[config.mk]
export PLATFORM = sky130hd
export DESIGN_NAME = ea_unit_top
export DESIGN_NICKNAME = d
export VERILOG_FILES = /design/src/verilog/areg_types_pkg.sv /design/src/verilog/ea_cmd_pkg.sv /design/src/verilog/ea_cmd_capture.sv /design/src/verilog/areg_file.sv /design/src/verilog/ea_calc.sv /design/src/verilog/ea_result_queue.sv /design/src/verilog/ea_unit_top.sv
export SDC_FILE = /design/constraint.sdc
export NUM_CORES = 1
export LEC_CHECK = 0
export ABC_CLOCK_PERIOD_IN_PS = 9650
export BUFFER_PORTS_ARGS = -buffer_cell sky130_fd_sc_hd__buf_4
export CELL_PAD_IN_SITES_DETAIL_PLACEMENT = 1
export CELL_PAD_IN_SITES_GLOBAL_PLACEMENT = 2
export CORE_MARGIN = 1
export CORE_UTILIZATION = 35
export CTS_BUF_LIST = sky130_fd_sc_hd__clkbuf_16
export DETAILED_ROUTE_END_ITERATION = 7
export GPL_TIMING_DRIVEN = 0
export PLACE_DENSITY = 0.79
export SYNTH_ARGS = -nofsm -noshare
export SYNTH_HDL_FRONTEND = slang
export SYNTH_SLANG_ARGS = --single-unit
[constraint.sdc]
create_clock -name CLK -period 9.65 [get_ports CLK]
set_input_delay 1.4475 -clock CLK [delete_from_list [all_inputs] [get_ports CLK]]
set_output_delay 1.4475 -clock CLK [all_outputs]
set_load 0.01 [all_outputs]
[src/verilog/areg_types_pkg.sv]
package areg_types_pkg;

    // ------------------------------
    // Widths
    // ------------------------------
    localparam int ADDR_W = 32;     // Address and register width
    localparam int EXT_W  = 16;     // Extension word width
    localparam int TAG_W  = 4;

    // ------------------------------
    // Plain types
    // ------------------------------
    typedef logic [ADDR_W-1:0] addr_t;      // Address or register value
    typedef logic [2:0]        areg_idx_t;  // A0..A6 plus 7 for the active SP
    typedef logic [EXT_W-1:0]  ext_word_t;  // Raw extension word
    typedef logic [1:0]        op_size_t;   // Operand size code
    typedef logic [TAG_W-1:0]  tag_t;       // Echoed back with the result

    // Operand size codes
    localparam op_size_t SIZE_BYTE = 2'd0;
    localparam op_size_t SIZE_WORD = 2'd1;
    localparam op_size_t SIZE_LONG = 2'd2;

    // Register 7 is the banked stack pointer
    localparam areg_idx_t SP_IDX = 3'd7;

endpackage

[src/verilog/ea_cmd_pkg.sv]
package ea_cmd_pkg;

    // ------------------------------
    // Addressing modes
    // ------------------------------
    typedef enum logic [2:0] {
        mode_ind   = 3'd0,  // (An)
        mode_post  = 3'd1,  // (An)+
        mode_pre   = 3'd2,  // -(An)
        mode_disp  = 3'd3,  // (d16,An)
        mode_idx   = 3'd4,  // (d8,An,Xn) brief format
        mode_abs_w = 3'd5,  // (xxx).W
        mode_abs_l = 3'd6   // (xxx).L
    } ea_mode_e;

    // Command as issued by the caller
    typedef struct packed {
        ea_mode_e                  mode;
        areg_types_pkg::areg_idx_t areg;        // Base register
        areg_types_pkg::op_size_t  size;
        areg_types_pkg::tag_t      tag;
        areg_types_pkg::ext_word_t ext0;        // d16, brief word or abs high
        areg_types_pkg::ext_word_t ext1;        // Abs long low word
        areg_types_pkg::addr_t     index_data;  // Dn value when Xn is a data reg
    } ea_cmd_t;

    // Command after extension-word decode
    typedef struct packed {
        ea_mode_e                  mode;
        areg_types_pkg::areg_idx_t base;
        areg_types_pkg::op_size_t  size;
        areg_types_pkg::tag_t      tag;
        areg_types_pkg::addr_t     disp;        // Sign extended disp or abs address
        logic                      idx_is_areg; // Xn is An
        areg_types_pkg::areg_idx_t idx_reg;
        logic                      idx_long;    // Xn.L, else Xn.W
        logic [1:0]                scale;       // Shift count 0..3
        areg_types_pkg::addr_t     index_data;
    } ea_dec_t;

    // Register write or update
    typedef struct packed {
        logic                      en;
        areg_types_pkg::areg_idx_t idx;
        areg_types_pkg::addr_t     data;
    } areg_wr_t;

    // Result back to the caller
    typedef struct packed {
        areg_types_pkg::tag_t  tag;
        areg_types_pkg::addr_t addr;
    } ea_res_t;

endpackage

[src/verilog/ea_cmd_capture.sv]
`timescale 1ns/1ns

module ea_cmd_capture #(
    parameter int ADDR_W = 32
) (
    input  logic                 CLK,
    input  logic                 RESET,
    input  logic                 cmd_valid,
    input  ea_cmd_pkg::ea_cmd_t  cmd,
    output logic                 dec_valid,
    output ea_cmd_pkg::ea_dec_t  dec
);

    ea_cmd_pkg::ea_dec_t dec_d;     // Decoded form of the incoming command

    // ------------------------------
    // Extension word decode
    // ------------------------------
    always_comb begin
        dec_d.mode       = cmd.mode;
        dec_d.base       = cmd.areg;
        dec_d.size       = cmd.size;
        dec_d.tag        = cmd.tag;
        dec_d.index_data = cmd.index_data;

        // Brief format holds D/A, reg, W/L, scale and d8
        dec_d.idx_is_areg = cmd.ext0[15];
        dec_d.idx_reg     = cmd.ext0[14:12];
        dec_d.idx_long    = cmd.ext0[11];
        dec_d.scale       = cmd.ext0[10:9];

        case (cmd.mode)
            ea_cmd_pkg::mode_disp,
            ea_cmd_pkg::mode_abs_w:
                dec_d.disp = {{(ADDR_W-16){cmd.ext0[15]}}, cmd.ext0};  // Sign extended word
            ea_cmd_pkg::mode_idx:
                dec_d.disp = {{(ADDR_W-8){cmd.ext0[7]}}, cmd.ext0[7:0]};
            ea_cmd_pkg::mode_abs_l:
                dec_d.disp = {cmd.ext0, cmd.ext1};  // High word first
            default:
                dec_d.disp = '0;                    // No displacement
        endcase
    end

    // ------------------------------
    // Stage register
    // ------------------------------
    always_ff @(posedge CLK) begin
        if (RESET) begin
            dec_valid <= 1'b0;
        end else begin
            dec_valid <= cmd_valid;     // No ready so always accepted
        end
    end

    // Payload only loads on an accepted command
    always_ff @(posedge CLK) begin
        if (cmd_valid) begin
            dec <= dec_d;
        end
    end

endmodule

[src/verilog/areg_file.sv]
`timescale 1ns/1ns

module areg_file #(
    parameter int ADDR_W = 32
) (
    input  logic                       CLK,
    input  logic                       RESET,
    input  logic                       sbit,       // Supervisor
    input  logic                       mbit,       // Master
    input  ea_cmd_pkg::areg_wr_t       wr,         // Caller write port
    input  ea_cmd_pkg::areg_wr_t       upd,        // Post/pre step from calc
    input  areg_types_pkg::areg_idx_t  base_idx,
    output areg_types_pkg::addr_t      base_data,
    input  areg_types_pkg::areg_idx_t  index_idx,
    output areg_types_pkg::addr_t      index_data
);

    // ------------------------------
    // Physical slots
    // ------------------------------
    // A0..A6 in slots 0..6 and then USP, ISP, MSP
    localparam int NUM_SLOTS = 10;
    localparam logic [3:0] USP_SLOT = 4'd7;
    localparam logic [3:0] ISP_SLOT = 4'd8;
    localparam logic [3:0] MSP_SLOT = 4'd9;

    logic [ADDR_W-1:0] regs [NUM_SLOTS];
    logic [3:0]        sp_slot;     // Stack pointer behind register 7
    logic [3:0]        base_slot;
    logic [3:0]        index_slot;
    logic [3:0]        wr_slot;
    logic [3:0]        upd_slot;

    // Map a register number onto its slot
    function automatic logic [3:0] slot_of(
        input areg_types_pkg::areg_idx_t idx,
        input logic [3:0]                sp
    );
        if (idx == areg_types_pkg::SP_IDX) begin
            return sp;
        end
        return {1'b0, idx};
    endfunction

    // ------------------------------
    // Stack pointer banking
    // ------------------------------
    always_comb begin
        if (!sbit) begin
            sp_slot = USP_SLOT;         // User mode
        end else if (mbit) begin
            sp_slot = MSP_SLOT;         // Supervisor and master
        end else begin
            sp_slot = ISP_SLOT;         // Supervisor and interrupt
        end
    end

    assign base_slot  = slot_of(base_idx, sp_slot);
    assign index_slot = slot_of(index_idx, sp_slot);
    assign wr_slot    = slot_of(wr.idx, sp_slot);   // Bank sampled at the write edge
    assign upd_slot   = slot_of(upd.idx, sp_slot);

    // ------------------------------
    // Read ports
    // ------------------------------
    // Plain combinational reads of the state left by the last edge
    assign base_data  = regs[base_slot];
    assign index_data = regs[index_slot];

    // ------------------------------
    // Write and update
    // ------------------------------
    always_ff @(posedge CLK) begin
        if (RESET) begin
            for (int i = 0; i < NUM_SLOTS; i++) begin
                regs[i] <= '0;
            end
        end else begin
            if (upd.en) begin
                regs[upd_slot] <= upd.data;     // Post/pre step
            end
            // Later assignment wins on a slot collision
            if (wr.en) begin
                regs[wr_slot] <= wr.data;       // Always long
            end
        end
    end

endmodule

[src/verilog/ea_calc.sv]
`timescale 1ns/1ns

module ea_calc #(
    parameter int ADDR_W = 32
) (
    input  logic                       CLK,
    input  logic                       RESET,
    input  logic                       dec_valid,
    input  ea_cmd_pkg::ea_dec_t        dec,
    output areg_types_pkg::areg_idx_t  base_idx,
    input  areg_types_pkg::addr_t      base_data,
    output areg_types_pkg::areg_idx_t  index_idx,
    input  areg_types_pkg::addr_t      index_data,
    output ea_cmd_pkg::areg_wr_t       upd,
    output logic                       res_in_valid,
    output ea_cmd_pkg::ea_res_t        res_in
);

    logic [ADDR_W-1:0] idx_src;     // Xn before sizing
    logic [ADDR_W-1:0] idx_ext;
    logic [ADDR_W-1:0] idx_scaled;
    logic [ADDR_W-1:0] step;        // Post/pre step
    logic [ADDR_W-1:0] ea;

    assign base_idx  = dec.base;
    assign index_idx = dec.idx_reg;

    // ------------------------------
    // Index path
    // ------------------------------
    assign idx_src    = dec.idx_is_areg ? index_data : dec.index_data;
    assign idx_ext    = dec.idx_long ? idx_src
                                     : {{(ADDR_W-16){idx_src[15]}}, idx_src[15:0]};
    assign idx_scaled = idx_ext << dec.scale;  // x1, x2, x4, x8

    // Byte on SP keeps it word aligned
    always_comb begin
        case (dec.size)
            areg_types_pkg::SIZE_BYTE:
                step = (dec.base == areg_types_pkg::SP_IDX) ? ADDR_W'(2) : ADDR_W'(1);
            areg_types_pkg::SIZE_WORD:
                step = ADDR_W'(2);
            default:
                step = ADDR_W'(4);
        endcase
    end

    // ------------------------------
    // Effective address
    // ------------------------------
    always_comb begin
        case (dec.mode)
            ea_cmd_pkg::mode_pre:   ea = base_data - step;          // New value
            ea_cmd_pkg::mode_disp:  ea = base_data + dec.disp;
            ea_cmd_pkg::mode_idx:   ea = base_data + dec.disp + idx_scaled;
            ea_cmd_pkg::mode_abs_w,
            ea_cmd_pkg::mode_abs_l: ea = dec.disp;                  // Decoded in capture
            default:                ea = base_data;                 // (An) and (An)+
        endcase
    end

    // Update goes to the file this cycle so the next command chains
    always_comb begin
        upd.en   = dec_valid && (dec.mode == ea_cmd_pkg::mode_post ||
                                 dec.mode == ea_cmd_pkg::mode_pre);
        upd.idx  = dec.base;
        upd.data = (dec.mode == ea_cmd_pkg::mode_post) ? base_data + step : ea;
    end

    // ------------------------------
    // Result register
    // ------------------------------
    always_ff @(posedge CLK) begin
        if (RESET) begin
            res_in_valid <= 1'b0;
        end else begin
            res_in_valid <= dec_valid;
        end
    end

    always_ff @(posedge CLK) begin
        if (dec_valid) begin
            res_in.tag  <= dec.tag;
            res_in.addr <= ea;
        end
    end

endmodule

[src/verilog/ea_result_queue.sv]
`timescale 1ns/1ns

module ea_result_queue #(
    parameter int QUEUE_DEPTH = 4,
    parameter int OUT_CREDITS = 2
) (
    input  logic                 CLK,
    input  logic                 RESET,
    input  logic                 res_in_valid,
    input  ea_cmd_pkg::ea_res_t  res_in,
    input  logic                 res_credit,    // Consumer returns one
    output logic                 res_valid,
    output ea_cmd_pkg::ea_res_t  res,
    output logic                 cmd_credit     // Back to the caller
);

    localparam int PTR_W = (QUEUE_DEPTH > 1) ? $clog2(QUEUE_DEPTH) : 1;
    localparam int CNT_W = $clog2(QUEUE_DEPTH + 1);
    localparam int CRD_W = $clog2(OUT_CREDITS + 1);

    ea_cmd_pkg::ea_res_t mem [QUEUE_DEPTH];
    logic [PTR_W-1:0]    wr_ptr;
    logic [PTR_W-1:0]    rd_ptr;
    logic [CNT_W-1:0]    fill;          // Entries held
    logic [CRD_W-1:0]    out_credits;   // Consumer slots left
    logic                push;
    logic                pop;

    function automatic logic [PTR_W-1:0] ptr_inc(input logic [PTR_W-1:0] p);
        return (p == PTR_W'(QUEUE_DEPTH - 1)) ? '0 : p + 1'b1;
    endfunction

    assign push       = res_in_valid;   // Upstream credits guarantee room
    assign pop        = res_valid;
    assign res_valid  = (fill != '0) && (out_credits != '0);
    assign res        = mem[rd_ptr];
    assign cmd_credit = pop;            // Slot freed as the result leaves

    // ------------------------------
    // Pointers and counters
    // ------------------------------
    always_ff @(posedge CLK) begin
        if (RESET) begin
            wr_ptr      <= '0;
            rd_ptr      <= '0;
            fill        <= '0;
            out_credits <= CRD_W'(OUT_CREDITS);
        end else begin
            if (push) wr_ptr <= ptr_inc(wr_ptr);
            if (pop)  rd_ptr <= ptr_inc(rd_ptr);
            case ({push, pop})
                2'b10:   fill <= fill + 1'b1;
                2'b01:   fill <= fill - 1'b1;
                default: ;                      // Both or neither
            endcase
            case ({pop, res_credit})
                2'b10:   out_credits <= out_credits - 1'b1;
                2'b01:   out_credits <= out_credits + 1'b1;
                default: ;
            endcase
        end
    end

    // Storage
    always_ff @(posedge CLK) begin
        if (push) begin
            mem[wr_ptr] <= res_in;
        end
    end

endmodule

[src/verilog/ea_unit_top.sv]
`timescale 1ns/1ns

module ea_unit_top #(
    parameter int QUEUE_DEPTH = 4,
    parameter int OUT_CREDITS = 2,
    parameter int ADDR_W      = 32
) (
    input  logic                  CLK,
    input  logic                  RESET,
    input  logic                  cmd_valid,
    input  ea_cmd_pkg::ea_cmd_t   cmd,
    output logic                  cmd_credit,
    input  ea_cmd_pkg::areg_wr_t  wr,
    input  logic                  sbit,
    input  logic                  mbit,
    output logic                  res_valid,
    output ea_cmd_pkg::ea_res_t   res,
    input  logic                  res_credit
);

    // ------------------------------
    // Internal paths
    // ------------------------------
    logic                       dec_valid;
    ea_cmd_pkg::ea_dec_t        dec;
    areg_types_pkg::areg_idx_t  base_idx;
    areg_types_pkg::addr_t      base_data;
    areg_types_pkg::areg_idx_t  index_idx;
    areg_types_pkg::addr_t      index_data;
    ea_cmd_pkg::areg_wr_t       upd;
    logic                       res_in_valid;
    ea_cmd_pkg::ea_res_t        res_in;

    ea_cmd_capture #(.ADDR_W(ADDR_W)) capture_i (
        .CLK, .RESET, .cmd_valid, .cmd, .dec_valid, .dec
    );

    areg_file #(.ADDR_W(ADDR_W)) regs_i (
        .CLK, .RESET, .sbit, .mbit, .wr, .upd,
        .base_idx, .base_data, .index_idx, .index_data
    );

    ea_calc #(.ADDR_W(ADDR_W)) calc_i (
        .CLK, .RESET, .dec_valid, .dec, .base_idx, .base_data,
        .index_idx, .index_data, .upd, .res_in_valid, .res_in
    );

    ea_result_queue #(.QUEUE_DEPTH(QUEUE_DEPTH), .OUT_CREDITS(OUT_CREDITS)) queue_i (
        .CLK, .RESET, .res_in_valid, .res_in, .res_credit,
        .res_valid, .res, .cmd_credit
    );

endmodule

# Word-level counts from Yosys, hierarchy flattened
# Memories as Yosys holds them, arrays and structs flattened. A register that Yosys moved wholly into a read port is not among the register bits.
# Cells that the tools add are included.
dict set report totals {
  output_inout_bits 38
  reg_bits 130
  ram_bits 464
  n_memories 2
  in_bits 118
}
# memory depth width rd rd_clocked_by_memory_dff wr line_no
set memory_table {}
lappend memory_table {regs_i.regs 10 32 2 0 10 areg_file.sv:27} ;# logic [ADDR_W-1:0] regs [NUM_SLOTS];
lappend memory_table {queue_i.mem 4 36 1 1 1 ea_result_queue.sv:21} ;# ea_cmd_pkg::ea_res_t mem [QUEUE_DEPTH];
dict set report op_classes {
  mux 40
  reduce_logical 12
  n_shift 1
  add_sub_neg 10
  eq_ne 20
}
# operator count
set op_table {}
lappend op_table {{$mux W32} 5}
lappend op_table {{$pmux W32 S4} 1}
lappend op_table {{$add A32 B32 Y32} 3}
lappend op_table {{$pmux W32 S3} 1}
lappend op_table {{$pmux W32 S2} 1}
lappend op_table {{$reduce_or A32 Y1} 2}
lappend op_table {{$mux W4} 9}
lappend op_table {{$shl A32 B2 Y32} 1}
lappend op_table {{$sub A32 B32 Y32} 1}
lappend op_table {{$eq A3 B3 Y1 const B} 9}
lappend op_table {{$mux W1} 16}
lappend op_table {{$mux W2} 5}
lappend op_table {{$eq A3 B2 Y1 const B} 3}
lappend op_table {{$eq A2 B2 Y1 const B} 4}
lappend op_table {{$add A2 B1 Y2 const B} 3}
lappend op_table {{$eq A2 B1 Y1 const B} 3}
lappend op_table {{$pmux W3 S2} 1}
lappend op_table {{$reduce_bool A2 Y1} 3}
lappend op_table {{$pmux W2 S2} 1}
lappend op_table {{$reduce_or A2 Y1} 2}
lappend op_table {{$add A3 B1 Y3 const B} 1}
lappend op_table {{$eq A3 B1 Y1 const B} 1}
lappend op_table {{$reduce_bool A3 Y1} 1}
lappend op_table {{$sub A3 B1 Y3 const B} 1}
lappend op_table {{other kinds (4)} 5}

# Longest topological paths before layout
# Gate-level depths: netlist of run 1.
# An unclocked memory read counts as a cell.
dict set report depth {
  word_depth 12
  mapped_depth 38
}

# Modules after synthesis
# Synthesis of run 1 repeated with hierarchy kept, for this count alone.
dict set report unflattened {
  cells_unflattened 3464
  area_unflattened_um2 37026.8
}
# mod cells_each area_each_um2 instances seq_area_each_um2
set modules_own_cells {}
lappend modules_own_cells {areg_file 1853 19347.3 1 9609.2}
lappend modules_own_cells {ea_calc 1162 8568.2 1 1101.1}
lappend modules_own_cells {ea_result_queue 257 5964.5 1 4544.4}
lappend modules_own_cells {ea_cmd_capture 192 3146.8 1 2512.4}

# Worst setup path after synthesis of run 1
# No wires, ideal clock.
dict set report synth_path {
  path_kind {input to register}
  start {in sbit}
  end {mem regs_i.regs[8][31], data pin}
  path_stages 36
  required_time_ns 9.385
  slack_ns 1.088
  path_buffers 8
  t_arrival_ns 8.297
  path_cell_list {and4b_1 -> buf_4 -> nor2_4 -> buf_4 -> buf_6 -> buf_6 -> buf_6 -> buf_2 -> mux4_2 -> nand2_1 -> a31oi_1 -> ha_1 -> inv_1 -> fa_1 -> nor2b_1 -> o2111ai_1 -> nand3_1 -> and3_1 -> o41a_1 -> a31oi_1 -> o21ai_0 -> xor2_1 -> ha_1 -> clkbuf_1 -> nand4_1 -> or4_1 -> a211oi_1 -> nor3_1 -> a21oi_1 -> a311oi_1 -> xnor2_1 -> xnor2_1 -> o21ai_1 -> a211oi_2 -> buf_2 -> o31ai_1}
}
# item line_no
set synth_lines {}
lappend synth_lines {{start, declared} ea_unit_top.sv:14} ;# input logic sbit,
lappend synth_lines {{end, declared} areg_file.sv:27}

==> results of run 1 <==
[through the flow]
step           utilization (%)  total power [mW]
6_report                  40.7              9.03
5_1_grt                   40.7              9.32
4_1_cts                   40.6              8.93
3_5_place_dp              38.4              6.27
3_3_place_gp              38.0              6.22
2_1_floorplan                -              5.09
[cells in the mapped netlist, types with 14 or more instances]
master                     number  area, sq um
sky130_fd_sc_hd__nor2_1       188          706
sky130_fd_sc_hd__o211ai_1      17          128
sky130_fd_sc_hd__buf_6         14          158
sky130_fd_sc_hd__a21o_1        58          435
sky130_fd_sc_hd__nor3_1        44          220
sky130_fd_sc_hd__mux4_2       110         2480
sky130_fd_sc_hd__nand4_1       22          138
sky130_fd_sc_hd__o22ai_1       15         93.8
sky130_fd_sc_hd__nand2_1      391         1470
sky130_fd_sc_hd__edfxtp_1     583        17500
sky130_fd_sc_hd__xnor2_1       36          315
sky130_fd_sc_hd__a21boi_0      17          128
sky130_fd_sc_hd__o21bai_1      18          135
sky130_fd_sc_hd__a21oi_1      182          911
sky130_fd_sc_hd__clkbuf_1     198          743
sky130_fd_sc_hd__and2_1        31          194
sky130_fd_sc_hd__buf_1         56          210
sky130_fd_sc_hd__nor2b_1       43          269
sky130_fd_sc_hd__mux2_2        44          495
sky130_fd_sc_hd__inv_1         57          214
sky130_fd_sc_hd__o31ai_1       27          203
sky130_fd_sc_hd__a22o_1       215         1880
sky130_fd_sc_hd__a22oi_1       20          150
sky130_fd_sc_hd__or3_1         29          181
sky130_fd_sc_hd__xor2_1        31          272
sky130_fd_sc_hd__and3_1        36          225
sky130_fd_sc_hd__o21ai_0      252         1260
sky130_fd_sc_hd__a31oi_1       48          300
sky130_fd_sc_hd__o21a_1        32          240
sky130_fd_sc_hd__o21ai_1       16         80.1
sky130_fd_sc_hd__ha_1          76          951
sky130_fd_sc_hd__nand2b_1      26          163
sky130_fd_sc_hd__a211oi_1      56          420
sky130_fd_sc_hd__buf_2         36          180
sky130_fd_sc_hd__nor4_1        19          119
sky130_fd_sc_hd__nand3_1       70          350
sky130_fd_sc_hd__mux2i_1      107         1070
[report_power, final]
| group | internal [mW] | leakage, nW | switching, mW |
|---|---|---|---|
| sequential | 3.01 | 5.89 | 0.105 |
| clock | 1.46 | 1.14 | 1.18 |
| combinational | 1.13 | 8.43 | 2.15 |
[worst max-delay path: cells and delay by family]
kind,cells,cell delay (ns)
AND/OR/NAND/NOR,9,2.05
AO/OA/AOI/OAI,11,2.60
buffers and inverters,7,1.52
adder cells (fa/ha/maj),3,0.89
multiplexers,1,0.52
XOR/XNOR,3,0.67
[final timing paths]
check	start	endpoint	slack, ns	cells past startpoint
worst min-delay path	capture_i.dec[71]$_DFFE_PP_	calc_i.res_in[32]$_DFFE_PP_	0.42	0
worst max register to register	capture_i.dec[36]$_DFFE_PP_	regs_i.regs[1][23]$_DFFE_PP_	0.28	24
worst min register to register	capture_i.dec[71]$_DFFE_PP_	calc_i.res_in[32]$_DFFE_PP_	0.42	0
worst max-delay path	mbit	regs_i.regs[1][31]$_DFFE_PP_	0.22	34
[flip-flops by register name (all words and copies together) (netlist names), named ones only]
name / count
queue_i.mem: 144
capture_i.dec_valid: 1
calc_i.res_in_valid: 1
queue_i.rd_ptr: 2
calc_i.res_in: 36
queue_i.out_credits: 2
queue_i.fill: 3
queue_i.wr_ptr: 2
regs_i.regs: 320
capture_i.dec: 83
[what timing repair did]
item | 4_1_cts | 5_1_grt
hold buffers | 0 | 0
resized for setup | 40 | 30
endpoints found under the setup margin | 189 | 162
pin swaps | 5 | 5
buffers inserted | 4 | 1
[layer usage]
metal	vias up	routed length [um]	global-route usage (%)
li1	13900	-	-
met1	17100	71100	42.6
met2	2198	77300	48.4
met3	492	19000	7.70
met4	6	10900	17.6
met5	-	34	0
[layout make-up]
type | instances | area [sq um]
clock buffers | 73 | 1830
multi-input cells | 2499 | 18500
plain buffers | 309 | 1390
well taps | 1391 | 1740
clock inverters | 58 | 375
diodes | 4 | 10.0
fillers | 11600 | 62700
inverters | 62 | 233
flip-flops and latches | 596 | 17800
repair buffers | 144 | 1300
[logic make-up after synthesis]
kind of cell | after synthesis
AOI/OAI and AO/OA | 1117
xor gates and xnor gates | 67
adders and majority gates | 81
muxes | 263
and+or+nand+nor | 971
DFF | 596
buffers and inverters | 377
[layout by cell type (no fill, tap or decap), drive strengths merged, types with 31 or more instances in the layout]
| cell | netlist | routed |
|---|---|---|
| o21a | 32 | 32 |
| a211oi | 59 | 59 |
| a22o | 215 | 215 |
| xor2 | 31 | 31 |
| a21oi | 183 | 183 |
| nor3 | 50 | 50 |
| and3 | 36 | 36 |
| buf | 116 | 252 |
| mux4 | 110 | 110 |
| ha | 76 | 76 |
| nand3 | 71 | 71 |
| mux2i | 109 | 109 |
| clkbuf | 199 | 274 |
| nor2b | 43 | 43 |
| mux2 | 44 | 44 |
| a21o | 58 | 58 |
| o21ai | 268 | 268 |
| nor2 | 192 | 192 |
| clkinv | 4 | 36 |
| nand2 | 391 | 391 |
| a31oi | 48 | 48 |
| xnor2 | 36 | 36 |
| edfxtp | 583 | 583 |
| and2 | 31 | 31 |
| inv | 58 | 78 |
==> impl_results.rst, run 1 <==
.. list-table::
   :header-rows: 1

   * - Metric
     - Value
   * - Outcome
     - completed
   * - Post-detailed-route wirelength per cell
     - 34.7 um
   * - DRT Wirelength
     - 178 mm
   * - Detailed Route Iter0 Violations
     - 4694
   * - Post-Place Cell Area
     - 40700 sq um
   * - Kind of critical path
     - in -> reg
   * - Setup Viol. Count Final
     - 0
   * - Async set-or-reset flop fraction in the synthesized netlist
     - 0%
   * - Standby leakage power
     - 15.5 nW
   * - Simple logic cell fraction of the synthesized area
     - 12.5%
   * - GRT Total Usage
     - 32.2%
   * - Worst EP required
     - 10.04 ns
   * - Gpl congestion
     - 1.02
   * - Die Span Y
     - 330 um
   * - Hold violation count in the final report
     - 0
   * - Clock buffer count from CTS
     - 72
   * - Maximum number of pins on one net before global-route repair
     - 85
   * - Rows
     - 119
   * - Global route overflow
     - 0
   * - Via count of the first global-routing pass
     - 32500
   * - CTS tree
     - done
   * - Count of TritonRoute iterations in the first routing pass
     - 6
   * - Post-Synth Adder-Cell Area
     - 2.80%
   * - Portion of netlist area occupied by mux cells
     - 10.9%
   * - Total die area
     - 109000 sq um
   * - Post-synth EDFFs
     - 583
   * - Post-synthesis share of cell area spent on xor and xnor gates
     - 1.56%
   * - Endpoint arrival time on the critical path
     - 9.83 ns
   * - Max Transition Viols Final
     - 0
   * - Port buffer count
     - 121
   * - Crit share post-route
     - 97.7%
   * - Remaining number of nets flagged by the antenna check after routing
     - 0
   * - Largest stage delay on the critical path
     - 0.57 ns
   * - Avg Cell Area, Syn
     - 10.8 sq um
   * - Total number of vias
     - 33700
   * - Maximum Capacitance Violations
     - 0
   * - Cells after Synth
     - 3472
   * - Placed cells
     - 5002
   * - Number of DRC violations after detailed routing
     - 0
   * - Post-route worst setup slack
     - 0.218 ns
   * - Detail-routed via count per cell
     - 6.56
   * - Synth unique cells
     - 113
   * - Post-synthesis instance area
     - 37600 sq um
   * - Type of the tightest min-delay check
     - reg -> reg
   * - Initial Util
     - 35.5%
   * - Unrepaired setup endpoints after global routing
     - no
   * - Final Skew
     - 0.0629 ns
   * - Maximum VDD drop
     - 0.143 mV
   * - Dominant cell type by count on the critical path
     - sky130_fd_sc_hd__buf_4
   * - Total number of yosys warnings
     - 0
   * - #FFs+latches synth
     - 596
   * - Area delta synth->final
     - 14.8%
   * - Synth Area in Compound Gates
     - 20.7%
   * - Crit path time final
     - 9.43 ns
   * - Antenna violations before repair
     - 9
   * - Power per unit of standard cell area
     - 209 nW/um^2
   * - Global-route wire length before repair
     - 246 mm
   * - DP HPWL
     - 134 mm
   * - H-tree depth reported by CTS
     - 3
   * - Transition time of the tightest slew-check pin
     - 1.39 ns
   * - Dpl ws
     - -2.52 ns
   * - Startpoint class of the critical path
     - input port
   * - Latest clock arrival within the worst-skew pair
     - 0.70 ns
   * - Fraction of layout cells with a size suffix above 1
     - 15.4%
   * - Design area
     - 43100 sq um
   * - Main combinational cell family by area after synthesis
     - compound AO/OA/AOI/OAI gates
   * - Non-filler instance count after layout
     - 5136
   * - Layout Nets
     - 3883
   * - Maximum root-to-sink buffer count
     - 3
   * - Total core area
     - 106000 sq um
   * - Slowest stage cell on the critical path
     - sky130_fd_sc_hd__or4_4
   * - Sinks on Clock Net
     - 596
   * - Worst Path Max Fanout
     - 19
   * - Clock edge transition at the registers on the reported setup and hold paths
     - 0.06 ns
   * - Width of the chip
     - 330 um
   * - Final Hold Slack
     - 0.418 ns
   * - Kind of end point of the critical path
     - flop
   * - Remaining max-slew budget at the tightest pin
     - 6.63%
   * - Max Freq
     - 106 MHz
   * - Synthesized Nets
     - 3671
   * - CTS root buffer
     - sky130_fd_sc_hd__clkbuf_16
   * - Ports placed on the boundary
     - 156
   * - Seq/Total Area, Yosys
     - 47.3%
   * - Sum Neg Setup Slack
     - 0 ns
   * - Synth Flop Type
     - sky130_fd_sc_hd__edfxtp_1
Power figures use the tool's default switching activity.
==> run 2: changes to the inputs <==
--- a/config.mk
+++ b/config.mk
@@ -11,10 +11,10 @@
 export CELL_PAD_IN_SITES_GLOBAL_PLACEMENT = 2
 export CORE_MARGIN = 1
 export CORE_UTILIZATION = 35
-export CTS_BUF_LIST = sky130_fd_sc_hd__clkbuf_16
 export DETAILED_ROUTE_END_ITERATION = 7
 export GPL_TIMING_DRIVEN = 0
 export PLACE_DENSITY = 0.79
+export SLEW_MARGIN = 20
 export SYNTH_ARGS = -nofsm -noshare
 export SYNTH_HDL_FRONTEND = slang
 export SYNTH_SLANG_ARGS = --single-unit
==> run 2 against run 1 <==
Final cell count rose by 0.14%. Clock skew fell by 0.015 ns. Combinational power barely moved. Largest power group unchanged. Flip-flop and latch count did not move. Critical endpoint is now regs_i.regs[9][31]$_DFFE_PP_.
==> impl_results.rst, run 2 (synthesis results as in run 1) <==
.. list-table::
   :header-rows: 1

   * - Metric
     - Value
   * - Outcome
     - completed
   * - Max Freq
     - 105 MHz (-1.2%)
   * - Worst Path Max Fanout
     - 19 (unchanged)
   * - Post-detailed-route wirelength per cell
     - 34.7 um (-0.23%)
   * - Power per unit of standard cell area
     - 211 nW/um^2 (+0.71%)
   * - CTS root buffer
     - sky130_fd_sc_hd__clkbuf_16
   * - Instance count along the most critical hold path
     - 0 (unchanged)
   * - Type of the tightest min-delay check
     - reg -> reg
   * - Reg-to-Reg Start
     - capture_i.dec[36]$_DFFE_PP_
   * - Comb power frac
     - 36.0% (-0.3 points)
   * - GRT Total Usage
     - 32.3% (+0.062 points)
   * - Proportion of total power due to net switching
     - 37.6% (-0.40 points)
   * - Total die area
     - 109000 sq um (unchanged)
   * - Layout Nets
     - 3889 (+0.15%)
   * - Number of DRC violations after detailed routing
     - 0 (unchanged)
   * - Global-route wire length before repair
     - 247 mm (+0.32%)
   * - Footprint of the multi-input gates
     - 18500 sq um (+0.30%)
   * - Endpoint arrival time on the critical path
     - 10.03 ns (+0.20 ns)
   * - Capture instance of the worst register-to-register path
     - regs_i.regs[1][28]$_DFFE_PP_
   * - Clock buffer count from CTS
     - 71 (-1.4%)
   * - Maximum root-to-sink buffer count
     - 3 (unchanged)
   * - Setup Viol. Count Final
     - 0 (unchanged)
   * - Crit path time final
     - 9.54 ns (+0.111 ns)
   * - Post-route worst setup slack
     - 0.107 ns (-0.111 ns)
   * - Register bank with the most flops
     - regs_i.regs
   * - Total number of vias
     - 33700 (+0.20%)
   * - Highest-count cells in the layout ignoring fill and taps
     - sky130_fd_sc_hd__edfxtp_1, sky130_fd_sc_hd__nand2_1, sky130_fd_sc_hd__o21ai_0
   * - Antenna violations before repair
     - 11 (+2)
   * - Crit share post-route
     - 98.9% (+1.2 points)
   * - Startpoint class of the critical path
     - input port
   * - Remaining number of nets flagged by the antenna check after routing
     - 0 (unchanged)
   * - Clock power frac
     - 30.0% (+0.8 points)
   * - Maximum number of pins on one net before global-route repair
     - 85 (unchanged)
   * - Flip-flop count of the largest register after layout
     - 320 (unchanged)
   * - Sum Neg Setup Slack
     - 0 ns (unchanged)
   * - Internal power component
     - 5.71 mW (+2.1%)
   * - H-tree depth reported by CTS
     - 3 (unchanged)
   * - Switching power summed over all nets
     - 3.44 mW (+0.35%)
   * - Rows
     - 119 (unchanged)
   * - Dpl ws
     - -2.52 ns (-0.00882 ns)
   * - Sinks on Clock Net
     - 596 (unchanged)
   * - Die Span Y
     - 330 um (unchanged)
   * - Leading cell type in the layout, fill and taps excluded
     - sky130_fd_sc_hd__edfxtp_1
   * - Gpl congestion
     - 1.02 (unchanged)
   * - DP HPWL
     - 135 mm (+0.55%)
   * - Worst Reg-to-Reg Cells
     - 24 (unchanged)
   * - Setup slack of the worst register-to-register path
     - 0.26 ns (-0.02 ns)
   * - Hold-fix buffer count after cts
     - 0 (unchanged)
   * - Slowest stage cell on the critical path
     - sky130_fd_sc_hd__or4_4
   * - Remaining max-slew budget at the tightest pin
     - 16.7% (+10 points)
   * - Max Transition Viols Final
     - 0 (unchanged)
   * - Fillcell total
     - 11500 (-0.71%)
   * - Largest registers
     - regs_i.regs x320, queue_i.mem x144, capture_i.dec x83
   * - Final Skew
     - 0.0484 ns (-0.0145 ns)
   * - Detailed Route Iter0 Violations
     - 4407 (-6.1%)
   * - Dominant cell type by count on the critical path
     - sky130_fd_sc_hd__buf_4
   * - Origin of the worst min-delay path
     - capture_i.dec[74]$_DFFE_PP_
   * - Maximum VDD drop
     - 0.119 mV (-17%)
   * - Fraction of layout cells with a size suffix above 1
     - 16.0% (+0.64 points)
   * - Worst EP required
     - 10.14 ns (+0.10 ns)
   * - Standby leakage power
     - 15.5 nW (+0.51%)
   * - Detail-routed via count per cell
     - 6.56 (about the same)
   * - CTS tree
     - done
   * - Kind of end point of the critical path
     - flop
   * - Worst Hold Endpoint
     - calc_i.res_in[35]$_DFFE_PP_
   * - DRT Wirelength
     - 178 mm (about the same)
   * - Kind of critical path
     - in -> reg
   * - Ports placed on the boundary
     - 156 (unchanged)
   * - Transition time of the tightest slew-check pin
     - 1.25 ns (-0.141 ns)
   * - Total area of sequential cells
     - 17800 sq um (unchanged)
   * - Latest clock arrival within the worst-skew pair
     - 0.69 ns (about the same)
   * - Port buffer count
     - 121 (unchanged)
   * - Count of TritonRoute iterations in the first routing pass
     - 6 (unchanged)
   * - Area delta synth->final
     - 15.6%
   * - Hold violation count in the final report
     - 0 (unchanged)
   * - Largest stage delay on the critical path
     - 0.58 ns (about the same)
   * - Via count of the first global-routing pass
     - 32900 (+1.3%)
   * - Sequential Power Share
     - 34.0% (-0.5 points)
   * - Total core area
     - 106000 sq um (unchanged)
   * - Utilization of the core after routing
     - 41.0% (+0.28 points)
   * - Global route overflow
     - 0 (unchanged)
   * - Clock edge transition at the registers on the reported setup and hold paths
     - 0.06 ns (about the same)
   * - Initial Util
     - 35.5% (unchanged)
   * - Maximum Capacitance Violations
     - 0 (unchanged)
   * - Width of the chip
     - 330 um (unchanged)
-- run 2: changes by cell type in the layout (fill, tap and decap cells not counted), sizes merged --
cell	delta
inv	-14
buf	+11
clkbuf	+8
bufinv	+3
clkinvlp	-2
clkdlybuf4s15	+1
-- run 2: routing by layer --
metal,wire (um),vias to the layer above,GRT usage [%]
li1,-,13900,-
met1,70800,17100,42.9
met2,76200,2216,47.9
met3,19200,537,7.46
met4,11900,12,18.8
met5,73,-,0
-- run 2: cell type report --
class                   instances  share of cell area [%]
clock inverters                45                    1.01
well taps                    1391                    4.01
flip-flops and latches        596                    40.9
multi-input cells            2499                    42.7
diodes                          4                  0.0230
clock buffers                  86                    4.32
plain buffers                 310                    3.25
inverters                      62                   0.536
repair buffers                150                    3.26
-- run 2: power groups by stage --
| stage | logic (mW) | clock network (mW) | registers [mW] |
|---|---|---|---|
| 6_report | 3.30 | 2.74 | 3.11 |
| 3_3_place_gp | 3.05 | 0 | 3.16 |
| 2_1_floorplan | 1.97 | 0 | 3.11 |
| 4_1_cts | 3.18 | 2.76 | 3.11 |
| 3_5_place_dp | 3.12 | 0 | 3.16 |
| 5_1_grt | 3.49 | 2.84 | 3.12 |
-- run 2: worst max path at each step --
| stage | start | to | cells after the start |
|---|---|---|---|
| detailed placement | mbit | regs_i.regs[9][31]$_DFFE_PP_ | 37 |
| floorplan | sbit | regs_i.regs[8][31]$_DFFE_PP_ | 36 |
| global route | mbit | regs_i.regs[9][31]$_DFFE_PP_ | 36 |
| finish | mbit | regs_i.regs[9][31]$_DFFE_PP_ | 36 |
| global placement | mbit | regs_i.regs[8][31]$_DFFE_PP_ | 37 |
| CTS | mbit | regs_i.regs[5][31]$_DFFE_PP_ | 35 |
-- run 2: worst max-delay path, delay by kind of cell --
| kind | cells | cell delay (ns) |
|---|---|---|
| XOR/XNOR | 3 | 0.56 |
| buffers and inverters | 9 | 1.77 |
| AND/OR/NAND/NOR | 9 | 2.13 |
| adder cells (fa/ha/maj) | 3 | 0.88 |
| multiplexers | 1 | 0.52 |
| AO/OA/AOI/OAI | 11 | 2.68 |
-- run 2: per-stage QoR --
stage	cells	total power, mW	area (sq um)	hold slack [ns]
global placement	4984	6.22	40200	0.403
floorplan	3472	5.09	37600	0.400
CTS	5138	9.05	43300	0.434
global route	5139	9.45	43400	0.436
finish	5143	9.16	43400	0.426
detailed placement	5007	6.28	40800	0.406
-- run 2: repair_timing --
action	4_1_cts	5_1_grt
setup endpoints to repair	190	156
setup buffers	4	2
pin swaps	5	3
resized for setup	39	32
hold endpoints to repair	0	0
